`src/mem_pkg.sv`:
```
// Bit-vector RAM geometry, row address and data types
// Write and read request structs for the RAM ports

`default_nettype none

package mem_pkg;

    // ----------------------------------------
    // Geometry
    // ----------------------------------------

    // Free flags per row, one per pointer
    localparam int NUM_COLS = 16;

    // Number of rows, 16 x 16 covers all 256 pointers
    localparam int NUM_ROWS = 16;

    // Row index, same as the upper pointer bits
    typedef logic [3:0] row_addr_t;

    // One row of free flags, 1 marks a free pointer
    typedef logic [NUM_COLS-1:0] row_data_t;

    // ----------------------------------------
    // Port requests
    // ----------------------------------------

    // Single write request, 21 bits
    typedef struct packed {
        logic      en;
        row_addr_t addr;
        row_data_t data;
    } mem_wr_t;

    // Single read request, data returns a cycle later
    typedef struct packed {
        logic      en;
        row_addr_t addr;
    } mem_rd_t;

endpackage : mem_pkg

`default_nettype wire

```
`src/alloc_pkg.sv`:
```
// Pointer types shared by the allocator blocks
// Pointer width and column index type

`default_nettype none

package alloc_pkg;

    // ----------------------------------------
    // Pointer space
    // ----------------------------------------

    // Bits per pointer, 256 pointers in total
    localparam int PTR_WID = 8;

    // One pointer as handed out to a requester
    // Upper bits select the RAM row, lower bits the column
    typedef logic [PTR_WID-1:0] ptr_t;

    // ----------------------------------------
    // Row layout
    // ----------------------------------------

    // Bit position of a pointer inside its row
    // Matches the 16 free flags held per row
    typedef logic [3:0] col_t;

endpackage : alloc_pkg

`default_nettype wire
```
`src/alloc_bv.sv`:
```
// Bit-vector pointer allocator top level
// RAM, scan engine, allocation and deallocation queues

`timescale 1ns/1ps
`default_nettype none

module alloc_bv
    import alloc_pkg::*;
    import mem_pkg::*;
#(
    // Burst size on the allocate side
    parameter int ALLOC_Q_DEPTH   = 8,
    // Burst size on the deallocate side
    parameter int DEALLOC_Q_DEPTH = 8
) (
    input  logic clk,
    input  logic reset,

    // Control and status
    input  logic en,
    output logic init_done,

    // Allocate interface
    input  logic alloc_req,
    output logic alloc_rdy,
    output ptr_t alloc_ptr,

    // Deallocate interface
    input  logic dealloc_req,
    output logic dealloc_rdy,
    input  ptr_t dealloc_ptr
);

    // ----------------------------------------
    // Signals
    // ----------------------------------------

    mem_wr_t   mem_wr;
    mem_rd_t   mem_rd;
    row_data_t rd_data;

    logic                               aq_push;
    ptr_t                               aq_ptr;
    logic                               aq_empty;
    logic [$clog2(ALLOC_Q_DEPTH+1)-1:0] aq_count;

    logic dq_pop;
    ptr_t dq_head;
    logic dq_empty;
    logic dq_full;

    // Handshakes, a transfer when req and rdy are both high
    assign alloc_rdy   = !aq_empty;
    assign dealloc_rdy = !dq_full;

    // ----------------------------------------
    // Bit-vector RAM
    // ----------------------------------------

    alloc_bv_ram ram_i (
        .clk       (clk),
        .reset     (reset),
        .wr        (mem_wr),
        .rd        (mem_rd),
        .rd_data   (rd_data),
        .init_done (init_done)
    );

    // ----------------------------------------
    // Scan and retire engine
    // ----------------------------------------

    alloc_bv_scan #(
        .ALLOC_Q_DEPTH (ALLOC_Q_DEPTH)
    ) scan_i (
        .clk       (clk),
        .reset     (reset),
        .en        (en),
        .init_done (init_done),
        .mem_rd    (mem_rd),
        .mem_wr    (mem_wr),
        .rd_data   (rd_data),
        .aq_push   (aq_push),
        .aq_ptr    (aq_ptr),
        .aq_count  (aq_count),
        .dq_empty  (dq_empty),
        .dq_head   (dq_head),
        .dq_pop    (dq_pop)
    );

    // ----------------------------------------
    // Queues
    // ----------------------------------------

    // Filled by the scan, drained by requesters
    alloc_q_fifo #(
        .DEPTH  (ALLOC_Q_DEPTH),
        .data_t (ptr_t)
    ) alloc_q_i (
        .clk       (clk),
        .reset     (reset),
        .push      (aq_push),
        .push_data (aq_ptr),
        .pop       (alloc_req && alloc_rdy),
        .head      (alloc_ptr),
        .full      (),
        .empty     (aq_empty),
        .count     (aq_count)
    );

    // Filled by requesters, retired by the scan engine
    alloc_q_fifo #(
        .DEPTH  (DEALLOC_Q_DEPTH),
        .data_t (ptr_t)
    ) dealloc_q_i (
        .clk       (clk),
        .reset     (reset),
        .push      (dealloc_req && dealloc_rdy),
        .push_data (dealloc_ptr),
        .pop       (dq_pop),
        .head      (dq_head),
        .full      (dq_full),
        .empty     (dq_empty),
        .count     ()
    );

endmodule : alloc_bv

`default_nettype wire

```
`src/alloc_bv_scan.sv`:
```
// Scan and retire engine for the bit-vector allocator
// Read-modify-write of one RAM row per operation, retire before scan

`timescale 1ns/1ps
`default_nettype none

module alloc_bv_scan
    import alloc_pkg::*;
    import mem_pkg::*;
#(
    parameter int ALLOC_Q_DEPTH = 8
) (
    input  logic                                 clk,
    input  logic                                 reset,

    // Control
    input  logic                                 en,
    input  logic                                 init_done,

    // RAM ports
    output mem_rd_t                              mem_rd,
    output mem_wr_t                              mem_wr,
    input  row_data_t                            rd_data,

    // Allocation queue, write side
    output logic                                 aq_push,
    output ptr_t                                 aq_ptr,
    input  logic [$clog2(ALLOC_Q_DEPTH+1)-1:0]   aq_count,

    // Deallocation queue, read side
    input  logic                                 dq_empty,
    input  ptr_t                                 dq_head,
    output logic                                 dq_pop
);

    localparam int COL_BITS = $bits(col_t);

    // ----------------------------------------
    // Declarations
    // ----------------------------------------

    typedef enum logic [1:0] {
        IDLE,
        READ,
        MODIFY
    } state_t;

    state_t    state;

    // Row the scan is working on
    row_addr_t scan_row;

    // Operation in flight
    logic      op_retire;
    row_addr_t op_row;
    col_t      op_col;
    row_data_t row_q;
    logic      wb_q;

    // Start decisions
    logic      aq_space;
    logic      start_retire;
    logic      start_scan;
    logic      start;

    // Lowest free bit of the returned row
    logic      found;
    col_t      low_col;

    // ----------------------------------------
    // Start of an operation
    // ----------------------------------------

    // Room for one more pointer in the allocation queue
    assign aq_space = (int'(aq_count) + 1) <= ALLOC_Q_DEPTH;

    // Retire wins over scan
    assign start_retire = (state == IDLE) && init_done && en && !dq_empty;
    assign start_scan   = (state == IDLE) && init_done && en && dq_empty && aq_space;
    assign start        = start_retire || start_scan;

    // Read issued in the start cycle
    always_comb begin
        mem_rd.en   = start;
        mem_rd.addr = start_retire ? dq_head[PTR_WID-1:COL_BITS] : scan_row;
    end

    // Head is captured below as the pop happens
    assign dq_pop = start_retire;

    // ----------------------------------------
    // Priority encoder
    // ----------------------------------------

    // Walk down so the lowest set bit is the last one kept
    always_comb begin
        found   = 1'b0;
        low_col = '0;
        for (int i = NUM_COLS - 1; i >= 0; i--) begin
            if (rd_data[i]) begin
                found   = 1'b1;
                low_col = col_t'(i);
            end
        end
    end

    // ----------------------------------------
    // State machine
    // ----------------------------------------

    // IDLE issues the read, READ takes the row, MODIFY writes back
    always_ff @(posedge clk) begin
        if (reset) begin
            state    <= IDLE;
            scan_row <= '0;
        end else begin
            case (state)
                IDLE: begin
                    if (start) begin
                        state <= READ;
                    end
                end
                READ: begin
                    state <= MODIFY;
                end
                MODIFY: begin
                    state <= IDLE;
                    // Row used up, move on and wrap
                    if (!op_retire && !wb_q) begin
                        scan_row <= scan_row + 1'b1;
                    end
                end
                default: begin
                    state <= IDLE;
                end
            endcase
        end
    end

    // Operation payload
    always_ff @(posedge clk) begin
        if (start) begin
            op_retire <= start_retire;
            op_row    <= start_retire ? dq_head[PTR_WID-1:COL_BITS] : scan_row;
            op_col    <= dq_head[COL_BITS-1:0];
        end
        if (state == READ) begin
            if (op_retire) begin
                // Setting an already set bit leaves the row as it is
                row_q <= rd_data | (row_data_t'(1) << op_col);
                wb_q  <= 1'b1;
            end else begin
                row_q  <= rd_data & ~(row_data_t'(1) << low_col);
                op_col <= low_col;
                wb_q   <= found;
            end
        end
    end

    // ----------------------------------------
    // Write back and push
    // ----------------------------------------

    always_comb begin
        mem_wr.en   = (state == MODIFY) && wb_q;
        mem_wr.addr = op_row;
        mem_wr.data = row_q;
    end

    // Claimed pointer, built from row and column
    assign aq_push = (state == MODIFY) && !op_retire && wb_q;
    assign aq_ptr  = {op_row, op_col};

endmodule : alloc_bv_scan

`default_nettype wire

```
`src/alloc_q_fifo.sv`:
```
// Synchronous FIFO for the allocation and deallocation queues
// Circular buffer with occupancy count, head shown combinationally

`timescale 1ns/1ps
`default_nettype none

module alloc_q_fifo #(
    parameter int  DEPTH  = 8,
    parameter type data_t = logic
) (
    input  logic                         clk,
    input  logic                         reset,

    // Write side
    input  logic                         push,
    input  data_t                        push_data,

    // Read side
    input  logic                         pop,
    output data_t                        head,

    // Status
    output logic                         full,
    output logic                         empty,
    output logic [$clog2(DEPTH+1)-1:0]   count
);

    localparam int IDX_WID = (DEPTH > 1) ? $clog2(DEPTH) : 1;

    typedef logic [IDX_WID-1:0] idx_t;

    data_t buffer [DEPTH];

    idx_t  wr_idx;
    idx_t  rd_idx;
    logic  do_push;
    logic  do_pop;

    // Push on full and pop on empty are dropped
    assign do_push = push && !full;
    assign do_pop  = pop && !empty;

    assign full  = (count == DEPTH);
    assign empty = (count == 0);
    assign head  = buffer[rd_idx];

    // ----------------------------------------
    // Indices and count
    // ----------------------------------------

    always_ff @(posedge clk) begin
        if (reset) begin
            wr_idx <= '0;
            rd_idx <= '0;
            count  <= '0;
        end else begin
            // Explicit wrap, DEPTH need not be a power of two
            if (do_push) begin
                wr_idx <= (wr_idx == idx_t'(DEPTH - 1)) ? '0 : wr_idx + 1'b1;
            end
            if (do_pop) begin
                rd_idx <= (rd_idx == idx_t'(DEPTH - 1)) ? '0 : rd_idx + 1'b1;
            end
            if (do_push && !do_pop) begin
                count <= count + 1'b1;
            end else if (do_pop && !do_push) begin
                count <= count - 1'b1;
            end
        end
    end

    // Storage
    always_ff @(posedge clk) begin
        if (do_push) begin
            buffer[wr_idx] <= push_data;
        end
    end

endmodule : alloc_q_fifo

`default_nettype wire

```
`src/alloc_bv_ram.sv`:
```
// Simple dual-port RAM holding the free-pointer bit vector
// Fills every row with ones after reset, then accepts writes

`timescale 1ns/1ps
`default_nettype none

module alloc_bv_ram
    import mem_pkg::*;
(
    input  logic      clk,
    input  logic      reset,

    // Write and read ports
    input  mem_wr_t   wr,
    input  mem_rd_t   rd,
    output row_data_t rd_data,

    // High once every row is filled
    output logic      init_done
);

    // ----------------------------------------
    // Init state machine
    // ----------------------------------------

    typedef enum logic {
        INIT,
        READY
    } state_t;

    state_t    state;
    row_addr_t init_row;

    // Storage
    row_data_t mem [NUM_ROWS];

    // Muxed write port
    logic      mem_wr_en;
    row_addr_t mem_wr_addr;
    row_data_t mem_wr_data;

    // One row per cycle, READY after the last row
    always_ff @(posedge clk) begin
        if (reset) begin
            state    <= INIT;
            init_row <= '0;
        end else begin
            if (state == INIT) begin
                init_row <= init_row + 1'b1;
                if (init_row == row_addr_t'(NUM_ROWS - 1)) begin
                    state <= READY;
                end
            end
        end
    end

    assign init_done = (state == READY);

    // ----------------------------------------
    // Write port
    // ----------------------------------------

    // Fill has the port during init, outside writes dropped
    always_comb begin
        if (state == INIT) begin
            mem_wr_en   = 1'b1;
            mem_wr_addr = init_row;
            mem_wr_data = '1;
        end else begin
            mem_wr_en   = wr.en;
            mem_wr_addr = wr.addr;
            mem_wr_data = wr.data;
        end
    end

    always_ff @(posedge clk) begin
        if (mem_wr_en) begin
            mem[mem_wr_addr] <= mem_wr_data;
        end
    end

    // ----------------------------------------
    // Read port
    // ----------------------------------------

    // Registered read, one cycle latency
    always_ff @(posedge clk) begin
        if (rd.en) begin
            rd_data <= mem[rd.addr];
        end
    end

endmodule : alloc_bv_ram

`default_nettype wire

```
`config.mk`:
```
export PLATFORM = sky130hd
export DESIGN_NAME = alloc_bv
export DESIGN_NICKNAME = d
export VERILOG_FILES = /design/src/mem_pkg.sv /design/src/alloc_pkg.sv /design/src/alloc_bv.sv /design/src/alloc_bv_scan.sv /design/src/alloc_q_fifo.sv /design/src/alloc_bv_ram.sv
export SDC_FILE = /design/constraint.sdc
export NUM_CORES = 1
export LEC_CHECK = 0
export ABC_AREA = 0
export BUFFER_PORTS_ARGS = -buffer_cell sky130_fd_sc_hd__buf_4
export CORE_MARGIN = 1.5
export CORE_UTILIZATION = 44
export DETAILED_ROUTE_END_ITERATION = 10
export PLACE_DENSITY = 0.66
export RECOVER_POWER = 100
export SKIP_LAST_GASP = 1
export SLEW_MARGIN = 20
export SYNTH_ARGS = -nofsm -noshare
export SYNTH_HDL_FRONTEND = slang
export SYNTH_HIERARCHICAL = 1
export SYNTH_SLANG_ARGS = --single-unit
```
`constraint.sdc`:
```
create_clock -name clk -period 2.7 [get_ports clk]
set_input_delay 0.135 -clock clk [delete_from_list [all_inputs] [get_ports clk]]
set_output_delay 0.135 -clock clk [all_outputs]
set_load 0.005 [all_outputs]
```
==> results.py <==
metrics = {
    "logic_synthesis": {
        "syn_nets": 1024,
        "synth_warnings": 6,
        "netlist_area_um2": 18600,
        "synth_area_per_cell_um2": 18.7,
        "synth_cells": 993,
    },
    "power_and_ir_drop": {
        "finalPower_mw": 15.3,
        "p_leak_nw": 6.75,
        "ir_drop_mv": 0.442,
        "p_per_area_nw_per_um2": 704,
    },
    "clocking": {
        "clk_path_buf_depth": 3,
        "numCtsBuffers": 48,
        "clock_latency_ns": 0.59,
        "clock_tree.root_cell": "clkbuf_16",
        "cts_tree": "built",
        "clk_pin_slew_ns": 0.06,
        "htreeDepth": 2,
        "cts_sinks": 463,
    },
    "die": {
        "boundaryPins": 24,
        "die_h_um": 209,
        "fp.coreArea_um2": 41900,
        "die_area_um2": 43500,
        "die_width_um": 209,
        "initial_core_util": 0.445,
        "num_rows": 75,
    },
    "routing": {
        "num_vias": 9665,
        "first_pass_iters": 5,
        "ant_nets": 0,
        "wire_per_inst_um": 23.6,
        "first_iter_violations": 909,
        "wl_um": 39900,
        "vias_per_cell": 5.71,
        "drc": 0,
    },
    "cells_and_area": {
        "n_fill_cell": 3311,
        "post-route-util": 0.520,
        "layout_common_cells": "edfxtp_1, buf_4, mux4_2, nor2_1, clkbuf_16",
        "diodes": 0,
        "final_net_count": 1146,
        "layout-drive-gt1-share": 0.262,
        "layout_commonest_cell": "edfxtp_1",
        "syn2layout_area_growth_pct": 16.9,
    },
    "sta": {
        "fin_crit_ns": 2.73,
        "max-slew-margin-rel": 0.525,
        "grt_setup_unrepaired": "yes",
        "fmax_mhz": 367,
        "worst_pin_slew_ns": 0.712,
        "setup_viol": 4,
        "hold_violations": 0,
        "fin_crit_sh": 1.01,
        "clock_skew_ns": 0.0267,
        "fin_ws_ns": -0.0262,
        "drv_slew": 0,
    },
    "grt": {
        "grt_max_degree": 38,
        "antenna_found_initial": 0,
        "grt_pass1_vias": 9689,
        "grt_pass1_wl_um": 59300,
        "grtUsageTotal": 0.184,
        "overflow": 0,
    },
    "hold_path": {
        "hold_class": "input pin to register",
    },
    "worst_setup_path": {
        "crit_fanout": 5,
        "crit_path_end_kind": "register",
        "setup.worst_path.class": "register to register",
        "required_ns": 3.02,
        "arrival_ns": 3.04,
        "startpoint_type": "register",
    },
    "status": {
        "violations": "setup timing",
        "outcome": "complete, but fails checks",
    },
    "run": {
        "drv_cap": 0,
    },
    "placement": {
        "io_buffers": 23,
        "finalWeightedCongestion": 0.853,
        "hpwl_um": 23000,
    },
}
-- path summary, 6_finish.rpt --
path | from | end | slack (ns) | cells after the start
worst min-delay path | en | scan_i/op_retire$_DFFE_PN_ | 0.12 | 3
worst max-delay path | register | ram_i/rd_data[3]$_DFFE_PP_ | -0.03 | 7
worst min register to register | dealloc_q_i/rd_idx[1]$_SDFFE_PP0P_ | register | 0.54 | 2
worst max register to register | register | ram_i/rd_data[3]$_DFFE_PP_ | -0.03 | 7
-- sequential cells by signal, summed over array words and instances (netlist names), named ones only --
register            cells
alloc_q_i/wr_idx        3
scan_i/op_retire        1
dealloc_q_i/rd_idx      3
ram_i/init_row          4
dealloc_q_i/buffer     64
scan_i/state            2
scan_i/op_row           4
scan_i/scan_row         4
ram_i/mem             256
alloc_q_i/count         4
scan_i/op_col           4
alloc_q_i/rd_idx        3
ram_i/init_done         1
dealloc_q_i/wr_idx      3
dealloc_q_i/count       4
ram_i/rd_data          16
scan_i/row_q           16
scan_i/wb_q             1
alloc_q_i/buffer       64
-- worst max-delay path: stages (launching register included) --
cell	delay (ns)
dfxtp_4	0.38
mux4_2	0.49
mux2_4	0.32
mux2_4	0.37
clkbuf_16	0.20
mux4_2	0.44
a22oi_2	0.21
nand2_1	0.07
-- what timing repair did --
item | 4_1_cts | 5_1_grt
gates cloned | 1 | 5
hold buffers | 9 | 0
hold endpoints to repair | 93 | 0
setup endpoints to repair | 16 | 18
resized for setup | 14 | 16
pin swaps | 1 | 3
buffers inserted | 2 | 0
-- final cells by class --
class / instances / area [µm²] / share of cell area
clock buffer: 69 / 1330 / 0.0612
clock inverter: 20 / 236 / 0.0109
inverter: 12 / 45.0 / 0.00207
multi-input combinational: 470 / 4880 / 0.224
sequential: 463 / 13500 / 0.620
tap: 539 / 674 / 0.0310
timing repair buffer: 120 / 1100 / 0.0507
-- per-layer routing --
layer	up-vias	track usage	part of all wire
li1	4255	-	-
met1	4996	0.253	0.42
met2	351	0.301	0.49
met3	63	0.0358	0.068
met4	0	0.0537	0.019
met5	-	0	0
-- metrics by stage --
stage                     setup WS (ns)  hold slack [ns]  std cells  instance area (µm²)  setup TNS, ns
after floorplan                 -0.0469            0.207        993                18600         -0.727
after global placement           -0.109            0.365       1587                19900         -0.592
after detailed placement         -0.117            0.372       1587                19900         -0.938
after CTS                       -0.0220           0.0709       1688                21600        -0.0734
after global routing             -0.106            0.109       1693                21800          -1.16
final                           -0.0262            0.116       1693                21800        -0.0536
-- power breakdown --
| part | total (mW) | internal [mW] | switching, mW |
|---|---|---|---|
| Combinational | 0.777 | 0.327 | 0.449 |
| Clock | 6.55 | 3.91 | 2.64 |
| Sequential | 8.00 | 7.91 | 0.0946 |
| Total | 15.3 | 12.1 | 3.18 |
Note: power is estimated with default switching activity, not from simulation.
